### src/hw/trdb_cfg_pkg.sv
// ********************************************************
// trace encoder core side definitions
// widths, decoded opcodes and the retired instruction record
// ********************************************************
`default_nettype none

package trdb_cfg_pkg;

    localparam int XLEN      = 32;
    localparam int INST_LEN  = 32;
    localparam int CAUSE_LEN = 5;
    localparam int PRIV_LEN  = 2;

    // major opcodes the encoder tells apart
    typedef enum logic [6:0] {
        OPC_BRANCH = 7'b1100011,
        OPC_JAL    = 7'b1101111,
        OPC_JALR   = 7'b1100111
    } trdb_opcode_e;

    // one retired instruction as reported by the core
    typedef struct packed {
        logic [XLEN-1:0]      pc;
        logic [INST_LEN-1:0]  data;
        logic [PRIV_LEN-1:0]  priv;
        logic                 exception;
        logic                 interrupt;
        logic [CAUSE_LEN-1:0] cause;
    } trdb_inst_t;

    // pipeline entry for nc, tc and lc
    typedef struct packed {
        trdb_inst_t inst;
        logic       valid;
        // trace enable seen with this instruction
        logic       qualified;
    } trdb_stage_t;

endpackage

`default_nettype wire

### src/hw/trdb_pkt_pkg.sv
// ********************************************************
// trace packet definitions
// formats, branch map sizes and the emitted packet layout
// ********************************************************
`default_nettype none

package trdb_pkt_pkg;

    // branch map depth and the width of its count
    localparam int BRANCH_MAP_LEN   = 31;
    localparam int BRANCH_COUNT_LEN = 5;

    // packet format, value 0 not produced
    typedef enum logic [1:0] {
        FMT_BRANCH_FULL = 2'd1,
        FMT_ADDR        = 2'd2,
        FMT_SYNC        = 2'd3
    } trdb_format_e;

    // sync subformat
    typedef enum logic [1:0] {
        SF_START = 2'd0,
        SF_TRAP  = 2'd1
    } trdb_sync_e;

    // emitted packet
    // fields unused by a format are zero
    typedef struct packed {
        trdb_format_e                       format;
        trdb_sync_e                         subformat;
        logic [trdb_cfg_pkg::PRIV_LEN-1:0]  priv;
        logic                               interrupt;
        logic [trdb_cfg_pkg::CAUSE_LEN-1:0] cause;
        logic [trdb_cfg_pkg::XLEN-1:0]      address;
        // branches recorded since the last packet
        logic [BRANCH_COUNT_LEN-1:0]        branches;
        // one bit per branch, set for not taken
        logic [BRANCH_MAP_LEN-1:0]          branch_map;
    } trdb_packet_t;

endpackage

`default_nettype wire

### src/hw/trdb_itype_detector.sv
// ********************************************************
// instruction type detector
// flags branch, taken and uninferable jump for the tc slot
// ********************************************************
`timescale 1ns/1ps
`default_nettype none

module trdb_itype_detector (
    input  logic [trdb_cfg_pkg::INST_LEN-1:0] tc_data_i,
    input  logic [trdb_cfg_pkg::XLEN-1:0]     tc_pc_i,
    input  logic [trdb_cfg_pkg::XLEN-1:0]     nc_pc_i,
    output logic                              branch_o,
    output logic                              taken_o,
    output logic                              updiscon_o
);

    logic [6:0]                      opcode;
    logic [trdb_cfg_pkg::XLEN-1:0]   seq_pc;

    // major opcode, low two bits included
    assign opcode = tc_data_i[6:0];

    // fall-through address, no compressed instructions
    assign seq_pc = tc_pc_i + 'd4;

    always_comb begin
        branch_o   = 1'b0;
        updiscon_o = 1'b0;
        case (opcode)
            trdb_cfg_pkg::OPC_BRANCH: begin
                branch_o = 1'b1;
            end
            // target comes from a register
            trdb_cfg_pkg::OPC_JALR: begin
                updiscon_o = 1'b1;
            end
            // jal target is inferable from the binary
            trdb_cfg_pkg::OPC_JAL: begin
            end
            default: begin
            end
        endcase
    end

    // successor not at pc+4 means the branch went
    assign taken_o = branch_o && (nc_pc_i != seq_pc);

endmodule

`default_nettype wire

### src/hw/trdb_branch_map.sv
// ********************************************************
// branch map
// collects taken/not-taken bits of traced branches
// ********************************************************
`timescale 1ns/1ps
`default_nettype none

module trdb_branch_map (
    input  logic                                      clk_i,
    input  logic                                      rst_ni,
    input  logic                                      record_i,
    input  logic                                      taken_i,
    input  logic                                      flush_i,
    output logic [trdb_pkt_pkg::BRANCH_MAP_LEN-1:0]   map_o,
    output logic [trdb_pkt_pkg::BRANCH_COUNT_LEN-1:0] count_o,
    output logic                                      full_o
);

    logic [trdb_pkt_pkg::BRANCH_MAP_LEN-1:0]   map_q;
    logic [trdb_pkt_pkg::BRANCH_COUNT_LEN-1:0] count_q;

    // view of the map with this cycle's record folded in
    always_comb begin
        map_o   = map_q;
        count_o = count_q;
        if (record_i) begin
            // not taken is stored as one
            map_o[count_q] = ~taken_i;
            count_o        = count_q + 1'b1;
        end
    end

    assign full_o = (count_o == trdb_pkt_pkg::BRANCH_MAP_LEN);

    always_ff @(posedge clk_i or negedge rst_ni) begin
        if (!rst_ni) begin
            map_q   <= '0;
            count_q <= '0;
        end else if (flush_i) begin
            // record of this cycle already went out with the packet
            map_q   <= '0;
            count_q <= '0;
        end else if (record_i) begin
            map_q   <= map_o;
            count_q <= count_o;
        end
    end

    // a full map is always flushed by a packet in the same cycle
    a_count_bound: assert property (
        @(posedge clk_i) disable iff (!rst_ni)
        full_o |-> flush_i
    ) else $error("branch map full without a flush, count %0d", count_o);

endmodule

`default_nettype wire

### src/hw/trdb_priority.sv
// ********************************************************
// packet priority
// picks format and subformat for the tc instruction
// ********************************************************
`timescale 1ns/1ps
`default_nettype none

module trdb_priority (
    input  logic                       fresh_i,
    input  trdb_cfg_pkg::trdb_stage_t  tc_i,
    input  trdb_cfg_pkg::trdb_stage_t  lc_i,
    input  logic                       lc_updiscon_i,
    input  logic                       map_full_i,
    output logic                       emit_o,
    output trdb_pkt_pkg::trdb_format_e format_o,
    output trdb_pkt_pkg::trdb_sync_e   subformat_o
);

    logic lc_first;

    // nothing traced before tc, so tc opens the trace
    assign lc_first = !lc_i.valid || !lc_i.qualified;

    always_comb begin
        emit_o      = 1'b0;
        format_o    = trdb_pkt_pkg::FMT_SYNC;
        subformat_o = trdb_pkt_pkg::SF_START;
        // one decision per instruction, only while tracing
        if (fresh_i && tc_i.qualified) begin
            if (lc_first) begin
                emit_o      = 1'b1;
                format_o    = trdb_pkt_pkg::FMT_SYNC;
                subformat_o = trdb_pkt_pkg::SF_START;
            end else if (lc_i.inst.exception) begin
                // tc is the first handler instruction
                emit_o      = 1'b1;
                format_o    = trdb_pkt_pkg::FMT_SYNC;
                subformat_o = trdb_pkt_pkg::SF_TRAP;
            end else if (lc_updiscon_i) begin
                // tc is the target of a jalr
                emit_o      = 1'b1;
                format_o    = trdb_pkt_pkg::FMT_ADDR;
            end else if (map_full_i) begin
                emit_o      = 1'b1;
                format_o    = trdb_pkt_pkg::FMT_BRANCH_FULL;
            end
        end
    end

endmodule

`default_nettype wire

### src/hw/trdb_packet_emitter.sv
// ********************************************************
// packet emitter
// builds the packet per format and registers it with a strobe
// ********************************************************
`timescale 1ns/1ps
`default_nettype none

module trdb_packet_emitter (
    input  logic                                      clk_i,
    input  logic                                      rst_ni,
    input  logic                                      emit_i,
    input  trdb_pkt_pkg::trdb_format_e                format_i,
    input  trdb_pkt_pkg::trdb_sync_e                  subformat_i,
    input  trdb_cfg_pkg::trdb_stage_t                 tc_i,
    input  trdb_cfg_pkg::trdb_stage_t                 lc_i,
    input  logic [trdb_pkt_pkg::BRANCH_MAP_LEN-1:0]   map_i,
    input  logic [trdb_pkt_pkg::BRANCH_COUNT_LEN-1:0] count_i,
    output logic                                      packet_valid_o,
    output trdb_pkt_pkg::trdb_packet_t                packet_o
);

    trdb_pkt_pkg::trdb_packet_t packet_d;
    trdb_pkt_pkg::trdb_packet_t packet_q;
    logic                       valid_q;

    always_comb begin
        packet_d            = '0;
        packet_d.format     = format_i;
        // branch info goes out with every format
        packet_d.branches   = count_i;
        packet_d.branch_map = map_i;
        case (format_i)
            trdb_pkt_pkg::FMT_SYNC: begin
                packet_d.subformat = subformat_i;
                packet_d.priv      = tc_i.inst.priv;
                packet_d.address   = tc_i.inst.pc;
                // trap details come from the trapping instruction in lc
                if (subformat_i == trdb_pkt_pkg::SF_TRAP) begin
                    packet_d.interrupt = lc_i.inst.interrupt;
                    packet_d.cause     = lc_i.inst.cause;
                end
            end
            trdb_pkt_pkg::FMT_ADDR: begin
                packet_d.address = tc_i.inst.pc;
            end
            // branch-full carries no address
            default: begin
            end
        endcase
    end

    // strobe for exactly one cycle per emit
    always_ff @(posedge clk_i or negedge rst_ni) begin
        if (!rst_ni) begin
            valid_q <= 1'b0;
        end else begin
            valid_q <= emit_i;
        end
    end

    // packet held until the next emit
    always_ff @(posedge clk_i) begin
        if (emit_i) begin
            packet_q <= packet_d;
        end
    end

    assign packet_valid_o = valid_q;
    assign packet_o       = packet_q;

    // branch-full only fires once the map holds every entry
    a_full_count: assert property (
        @(posedge clk_i) disable iff (!rst_ni)
        (valid_q && packet_q.format == trdb_pkt_pkg::FMT_BRANCH_FULL)
            |-> (packet_q.branches == trdb_pkt_pkg::BRANCH_MAP_LEN)
    ) else $error("branch-full packet with %0d branches", packet_q.branches);

endmodule

`default_nettype wire

### src/hw/trace_debugger.sv
// ********************************************************
// trace encoder top
// nc/tc/lc instruction stages feeding the packet decision
// ********************************************************
`timescale 1ns/1ps
`default_nettype none

module trace_debugger (
    input  logic                       clk_i,
    input  logic                       rst_ni,
    input  logic                       inst_valid_i,
    input  trdb_cfg_pkg::trdb_inst_t   inst_i,
    input  logic                       trace_enable_i,
    output logic                       packet_valid_o,
    output trdb_pkt_pkg::trdb_packet_t packet_o
);

    trdb_cfg_pkg::trdb_stage_t nc_q;
    trdb_cfg_pkg::trdb_stage_t tc_q;
    trdb_cfg_pkg::trdb_stage_t lc_q;
    logic                      lc_updiscon_q;
    logic                      tc_fresh_q;

    // type detection on tc
    logic tc_branch;
    logic tc_taken;
    logic tc_updiscon;

    // branch map
    logic                                      map_record;
    logic                                      map_flush;
    logic [trdb_pkt_pkg::BRANCH_MAP_LEN-1:0]   map;
    logic [trdb_pkt_pkg::BRANCH_COUNT_LEN-1:0] map_count;
    logic                                      map_full;

    // decision
    logic                       emit;
    trdb_pkt_pkg::trdb_format_e format;
    trdb_pkt_pkg::trdb_sync_e   subformat;

    // stages only move on a retired instruction, so tc always has its
    // successor sitting in nc
    always_ff @(posedge clk_i or negedge rst_ni) begin
        if (!rst_ni) begin
            nc_q          <= '0;
            tc_q          <= '0;
            lc_q          <= '0;
            lc_updiscon_q <= 1'b0;
            tc_fresh_q    <= 1'b0;
        end else begin
            // tc is decided exactly once, right after it arrives
            tc_fresh_q <= inst_valid_i && nc_q.valid;
            if (inst_valid_i) begin
                nc_q.inst      <= inst_i;
                nc_q.valid     <= 1'b1;
                nc_q.qualified <= trace_enable_i;
                tc_q           <= nc_q;
                lc_q           <= tc_q;
                lc_updiscon_q  <= tc_updiscon;
            end
        end
    end

    // trapping instructions do not retire, keep them out of the map
    assign map_record = tc_fresh_q && tc_q.qualified && tc_branch &&
                        !tc_q.inst.exception;

    // cleared by any packet and by an untraced instruction
    assign map_flush = emit || (tc_fresh_q && !tc_q.qualified);

    trdb_itype_detector i_trdb_itype_detector (
        .tc_data_i  (tc_q.inst.data),
        .tc_pc_i    (tc_q.inst.pc),
        .nc_pc_i    (nc_q.inst.pc),
        .branch_o   (tc_branch),
        .taken_o    (tc_taken),
        .updiscon_o (tc_updiscon)
    );

    trdb_branch_map i_trdb_branch_map (
        .clk_i    (clk_i),
        .rst_ni   (rst_ni),
        .record_i (map_record),
        .taken_i  (tc_taken),
        .flush_i  (map_flush),
        .map_o    (map),
        .count_o  (map_count),
        .full_o   (map_full)
    );

    trdb_priority i_trdb_priority (
        .fresh_i       (tc_fresh_q),
        .tc_i          (tc_q),
        .lc_i          (lc_q),
        .lc_updiscon_i (lc_updiscon_q),
        .map_full_i    (map_full),
        .emit_o        (emit),
        .format_o      (format),
        .subformat_o   (subformat)
    );

    trdb_packet_emitter i_trdb_packet_emitter (
        .clk_i          (clk_i),
        .rst_ni         (rst_ni),
        .emit_i         (emit),
        .format_i       (format),
        .subformat_i    (subformat),
        .tc_i           (tc_q),
        .lc_i           (lc_q),
        .map_i          (map),
        .count_i        (map_count),
        .packet_valid_o (packet_valid_o),
        .packet_o       (packet_o)
    );

endmodule

`default_nettype wire

### config.mk
export PLATFORM = sky130hd
export DESIGN_NAME = trace_debugger
export DESIGN_NICKNAME = d
export VERILOG_FILES = /design/src/hw/trdb_cfg_pkg.sv /design/src/hw/trdb_pkt_pkg.sv /design/src/hw/trdb_itype_detector.sv /design/src/hw/trdb_branch_map.sv /design/src/hw/trdb_priority.sv /design/src/hw/trdb_packet_emitter.sv /design/src/hw/trace_debugger.sv
export SDC_FILE = /design/constraint.sdc
export NUM_CORES = 1
export LEC_CHECK = 0
export BUFFER_PORTS_ARGS = -buffer_cell sky130_fd_sc_hd__buf_2
export CORE_MARGIN = 5
export CORE_UTILIZATION = 35
export DETAILED_ROUTE_END_ITERATION = 10
export PLACE_DENSITY = 0.55
export SLEW_MARGIN = 20
export SYNTH_ARGS = -nofsm -noshare
export SYNTH_HDL_FRONTEND = slang
export SYNTH_SLANG_ARGS = --single-unit
### constraint.sdc
create_clock -name clk_i -period 3.5 [get_ports clk_i]
set_input_delay 0.7 -clock clk_i [delete_from_list [all_inputs] [get_ports clk_i]]
set_output_delay 0.7 -clock clk_i [all_outputs]
set_load 0.02 [all_outputs]
* Yosys cells after proc, flatten, opt, wreduce, memory -nomap -nowiden
Cells that the tools add are included.
** Word-level totals
- Register bits :: 228
- Latch bits :: 0
- Bits in writable memories :: 0
- Memory bits (read-only) :: 0
- Bits of input ports :: 77
- Logic and storage cells :: 86
- Memories kept :: 0
** Operators by class
- Add/subtract/negate cells :: 2
- Multipliers :: 0
- Divide/modulo/power cells :: 0
- Magnitude comparators :: 2
- Equality and inequality tests :: 7
- Shift-type cells :: 0
- Mux-type cells :: 24
- Bitwise gates (word level) :: 1
- Reduce and logical (&&, ||, !) cells :: 16
** Operator list (count)
- 31-bit 2-to-1 mux :: 3
- 32-bit by 3-bit adder with 32-bit output (second input constant) :: 1
- 32-bit != test :: 1
- 31-bit bitwise mux :: 1
- 5-bit 2-to-1 mux :: 3
- 7-bit == test (second input constant) :: 2
- 2-bit 2-to-1 mux :: 7
- 1-bit 2-to-1 mux :: 9
- 1-bit logical AND :: 7
- 5-bit by 6-bit < comparator with 1-bit output (second input constant) :: 1
- 5-bit by 1-bit adder with 5-bit output (second input constant) :: 1
- 1-bit demux with 5-bit select :: 1
- 5-bit == test (second input constant) :: 1
- 5-bit by 1-bit greater-or-equal comparator with 1-bit output (second input constant) :: 1
- 2-bit == test (second input constant) :: 2
- 1-bit logical NOT :: 4
- 2-bit by 1-bit == test with 1-bit output (second input constant) :: 1
- 1-bit logical OR :: 2
- 2-bit AND reduction :: 1
- 2-bit nonzero test :: 1
- 2-bit OR reduction :: 1
- 1-bit NOT :: 1

* Depth between registers and ports, before layout
- Word-level depth :: 13
- Mapped depth :: 9
- Mapped depth without buffers :: 8

* Hierarchy
Synthesis repeated with hierarchy kept, for this count alone.
** Unflattened totals
- Cells, all modules :: 1013
- Area total of the unflattened synthesis :: 14462.6 µm²
** By module, submodules not included
- trace_debugger :: instances 1, cells an instance 483, area each 8523.2 µm², sequential area each 5680.4 µm²
- trdb_packet_emitter :: instances 1, cells an instance 127, area each 2725.1 µm², sequential area each 2427.3 µm²
- trdb_branch_map :: instances 1, cells an instance 226, area each 1938.1 µm², sequential area each 900.9 µm²
- trdb_itype_detector :: instances 1, cells an instance 167, area each 1216.2 µm², sequential area each 0.0 µm²
- trdb_priority :: instances 1, cells an instance 10, area each 60.1 µm², sequential area each 0.0 µm²

* Worst setup path before layout
Ideal clock, no wire load.
- Path kind :: reg-to-reg
- Start point :: register tc_q[13] (netlist name)
- End point :: register i_trdb_packet_emitter.packet_q, in the netlist i_trdb_packet_emitter.packet_o[0] (enable)
- Setup time :: 0.440 ns
- Arrival :: 3.466 ns
- Path slack :: -0.406 ns
- Cell stages (with the launch flop) :: 7
- Buffers on the path :: 1
- Path through :: dfrtp_1 > nor4b_1 > and3_1 > clkbuf_1 > mux2_2 > or2_2 > nand2_1
** Between the ends
- Word-level cells in the longest chain between the ends :: 11
** RTL lines
- start, declared :: line trace_debugger.sv:19 : trdb_cfg_pkg::trdb_stage_t tc_q;
- start signal, assigned :: line trace_debugger.sv:57 : tc_q <= nc_q;
- 7-bit == test :: line trdb_itype_detector.sv:29 : case (opcode)
- 1-bit 2-to-1 mux :: line trdb_itype_detector.sv:29
- 1-bit logical AND (2 in a row) :: line trace_debugger.sv:65 : assign map_record = tc_fresh_q && tc_q.qualified && tc_branch &&
- 5-bit 2-to-1 mux :: line trdb_branch_map.sv:26 : if (record_i) begin
- 5-bit == test :: line trdb_branch_map.sv:33 : assign full_o = (count_o == trdb_pkt_pkg::BRANCH_MAP_LEN);
- 1-bit 2-to-1 mux :: line trdb_priority.sv:43 : end else if (map_full_i) begin
- 1-bit 2-to-1 mux :: line trdb_priority.sv:39 : end else if (lc_updiscon_i) begin
- 1-bit 2-to-1 mux :: line trdb_priority.sv:34 : end else if (lc_i.inst.exception) begin
- 1-bit 2-to-1 mux :: line trdb_priority.sv:30 : if (lc_first) begin
- 1-bit 2-to-1 mux :: line trdb_priority.sv:29 : if (fresh_i && tc_i.qualified) begin
- net emit :: line trace_debugger.sv:37 : logic emit;
- end signal, assigned :: line trdb_packet_emitter.sv:64 : packet_q <= packet_d;
- end, declared :: line trdb_packet_emitter.sv:23 : trdb_pkt_pkg::trdb_packet_t packet_q;
The timed path passes the listed nets, and every way through them passes these cells.
A chain may end at the register's enable or synchronous reset.

* Final worst setup path
- Start point :: register tc_q[45] (netlist name)
- End point :: register i_trdb_packet_emitter.packet_q, in the netlist i_trdb_packet_emitter.packet_o[23], data pin
** Between the ends
- Word-level cells in the longest chain between the ends :: 6
** RTL lines
- 32-bit by 3-bit adder with 32-bit output :: line trdb_itype_detector.sv:24 : assign seq_pc = tc_pc_i + 'd4;
- 32-bit != test :: line trdb_itype_detector.sv:46 : assign taken_o = branch_o && (nc_pc_i != seq_pc);
- 1-bit logical AND :: line trdb_itype_detector.sv:46
- 1-bit NOT :: line trdb_branch_map.sv:28 : map_o[count_q] = ~taken_i;
- 31-bit bitwise mux :: line trdb_branch_map.sv:28
- 31-bit 2-to-1 mux :: line trdb_branch_map.sv:26
- net i_trdb_branch_map.map_o (one bit) :: line trdb_branch_map.sv:14 : output logic [trdb_pkt_pkg::BRANCH_MAP_LEN-1:0] map_o,
The timed path passes the listed nets, and every way through them passes these cells.

==> summary.md <==
| Metric | Value |
|---|---|
| Status | `finished, final reports clean` |
| # hold bufs at CTS | `0` |
| Final period utilization | `approximately 93%` |
| Main area contributors after synthesis | `dfrtp_1 (34%), edfxtp_1 (21%), mux2_2 (11%)` |
| Worst setup SP type | `flip-flop` |
| Post-CTS Setup Inserts | `0` |
| Endpoints failing hold | `0` |
| Final net count | `roughly 1.1k` |
| Max Slew Vio Count | `0` |
| Sw frac | `between 20% and 30%` |
| WP data required | `between 3 and 4 ns` |
| Area growth syn-to-layout | `19.3%` |
| Detail Route Antenna Nets | `0` |
| Clock buffer count from CTS | `26` |
| # rows | `65` |
| Part of the power in the clock network | `between 40% and 50%` |
| Post-synth EDFFs | `79` |
| Pwr Density | `539 mW/mm²` |
| Initial Util | `a little over a third` |
| Core area | `roughly 0.031 mm²` |
| CTS tree | `yes` |
| Slew headroom | `between 40% and 50%` |
| Total number of vias | `around 7.5k` |
| CP Capture Type | `flip-flop` |
| Die Y | `approximately 190 µm` |
| Most used cell, CP | `buf_4` |
| Dpl ws | `0.224 ns` |
| Pre-antenna DRT Iters | `5` |
| Global-route wire length before repair | `42.5 mm` |
| Top cells by count, synth | `dfrtp_1 (148), mux2_2 (104), edfxtp_1 (79)` |
| Post-synth ARST share | `between 60% and 70%` |
| Max_cap viols | `0` |
| GRT Residual Overflow | `0` |
| Post-synthesis sequential area ratio | `roughly 55%` |
| Wire length per cell | `between 15 and 20 µm` |
| Setup ws final | `around 0.24 ns` |
| CP max stage cell | `dfrtp_1` |
| Worst-path clk slew | `roughly 0.06 ns` |
| CTS root buf | `clkbuf_16` |
| Crit path from | `tc_q[45]` |
| Crit-path max FO | `11` |
| Port buffer count | `between 100 and 150` |
| Fin crit period | `~3.3 ns` |
| Synthesis-stage register bit count | `roughly 230` |
| R2R Setup Slk | `0.24 ns` |
| Detailed router's first-iteration violation count | `between 500 and 600` |
| Die width | `188 µm` |
| Seq pwr share | `between 40% and 50%` |
| Largest net degree at the start of global routing | `between 60 and 70` |
| YS warnings | `0` |
| Filler-free cell count of the finished design | `around 1.5k` |
| HP Class | `primary input to async pin` |
| Worst EP arrival | `between 3 and 4 ns` |
| Leak Pwr | `about 0.0052 µW` |
| Net Count, Synth | `roughly 1k` |
| Worst-Margin Slew | `~0.76 ns` |
| Crit path largest cell delay | `around 0.48 ns` |
| Placed cells | `roughly 1.4k` |
| Worst path cell trace | `ha_1 > nand4_1 > buf_4 > nor4_1 > xnor2_1 > nand2_1 > nor4_2 > o2111ai_4 > buf_4 > o41ai_2` |
| Final Wtd Congestion | `about 0.80` |
| Top Ports | `roughly 160` |
| Fin Clk Skew | `0.00807 ns` |
| Mapped cell area | `~0.011 mm²` |
| Full die area | `0.0352 mm²` |
| Max IR drop VDD | `around 0.36 mV` |
| Critical path class | `flip-flop to flip-flop` |
| Final setup fails | `0` |
| Share of the synthesized area in the top cell type | `approximately a third` |
| Clk sinks | `roughly 230` |
| Fmax | `around 0.31 GHz` |
| DP HPWL | `approximately 17 mm` |
| Top FF cell, synth | `dfrtp_1` |
| Library cells used by synthesis | `60` |
| Synth area leader | `dfrtp_1` |
| Comb power frac | `about 14%` |
| Htree depth | `1` |
| Worst reg2reg path startpoint | `tc_q[45]` |
| Share of cells above drive strength 1 | `between 30% and 40%` |
| RSZ-0062 raised after global routing | `no` |
| Cts repair resizes | `0` |
| Vias per cell | `just over 5` |
| Avg Cell Area, Syn | `approximately 12 µm²` |
| Setup TNS | `0 ns` |
| Residual DRC count | `0` |
| Post-Syn Instances | `926` |
| Pint | `between 5000 and 6000 µW` |
| Total Wirelength | `about 26 mm` |
| NetSw | `roughly 1900 µW` |
| Overall routing resource usage | `14.6%` |
| Number of global-route vias before repair | `7,677` |
| Worst-skew pair later-pin latency | `about 0.53 ns` |
| Initial antenna violation count | `1` |
| Clock buffer depth | `3` |
| Count leader, synth | `dfrtp_1` |
## per-layer routing
metal	part of all wire [%]	global-route usage [%]	up-vias
met5	0	0	-
li1	-	-	3644
met1	46	20.5	3681
met3	5.9	3.09	32
met2	46	23.1	179
met4	2.1	3.75	0
## cell type report
| class | instances | area [µm²] |
|---|---|---|
| timing repair buffer | 161 | 990 |
| tap | 402 | 503 |
| clock buffer | 39 | 823 |
| fill | 3011 | 18200 |
| multi-input combinational | 624 | 4660 |
| sequential | 227 | 6080 |
| antenna | 1 | 2.50 |
| inverter | 9 | 33.8 |
| clock inverter | 8 | 92.6 |
## state kept, by name, indices dropped and copies added (netlist names)
| register | count |
|---|---|
| tc_fresh_q | 1 |
| lc_updiscon_q | 1 |
| i_trdb_branch_map.count_q | 5 |
| i_trdb_branch_map.map_q | 31 |
| lc_q | 9 |
| i_trdb_packet_emitter.packet_valid_o | 1 |
| tc_q | 50 |
| i_trdb_packet_emitter.packet_o | 79 |
| nc_q | 50 |
## worst paths after layout
path	cells past startpoint	end
max	10	i_trdb_packet_emitter.packet_o[23]
min	1	tc_q[48]
max reg2reg	10	i_trdb_packet_emitter.packet_o[23]
min reg2reg	1	nc_q[1]
max in group asynchronous	2	nc_q[73]
min in group clk_i	2	nc_q[48]
## worst max-delay path, delay by kind of cell, from the launching register on
| family | cells | cell delay, ns |
|---|---|---|
| AO/OA/AOI/OAI | 2 | 0.77 |
| XOR/XNOR | 1 | 0.17 |
| adder cells (fa/ha/maj) | 1 | 0.27 |
| buffers and inverters | 2 | 0.50 |
| flip-flops | 1 | 0.48 |
| AND/OR/NAND/NOR | 4 | 0.87 |
## cells in the final DEF, fill, tap and decap left out, types with 3 or more instances in the layout
cell and instances:
a21oi_1 13, and2_1 42, and3_1 12, and3b_1 3
and4_1 4, buf_12 8, buf_2 129, buf_4 23
clkbuf_1 4, clkbuf_16 29, clkbuf_8 6, clkinv_2 5
dfrtp_1 148, edfxtp_1 79, ha_1 5, inv_1 9
mux2_2 104, nand2_1 62, nand2b_1 3, nand3_1 33
nand4_1 49, nor2_1 46, nor2b_1 32, nor3_1 9
nor3b_1 5, nor4_1 4, nor4_4 3, o211ai_1 4
o21ai_0 42, o21ai_1 32, o41ai_2 30, xnor2_1 30
xor2_1 13
## cell families after synthesis
logic type,count (synthesis),synth area share [%]
adder cells (fa/ha/maj),5,0.566
AND/OR/NAND/NOR,330,17.2
XOR/XNOR,43,3.41
other,1,0.0339
flip-flops,227,55.0
AO/OA/AOI/OAI,140,10.2
multiplexers,105,10.7
buffers and inverters,75,2.93
## per-stage QoR
stage / total power, µW / utilization [%] / hold WS [ns] / instance area [µm²]
floorplan: 3930 / - / 0.404 / 11000
finish: 7100 / 42.0 / 0.164 / 13200
CTS: 7220 / 42.0 / 0.185 / 13200
global placement: 4300 / 39.1 / 0.476 / 12300
detailed placement: 4320 / 39.1 / 0.479 / 12300
global route: 7450 / 42.0 / 0.215 / 13200
## power groups by stage
stage / sequential (µW) / combinational [µW] / clock, µW
floorplan: 3320 / 617 / 0
finish: 3230 / 1020 / 2850
global route: 3260 / 1130 / 3060
detailed placement: 3280 / 1040 / 0
CTS: 3230 / 1040 / 2950
global placement: 3270 / 1030 / 0
Power figures use the tool's default switching activity.
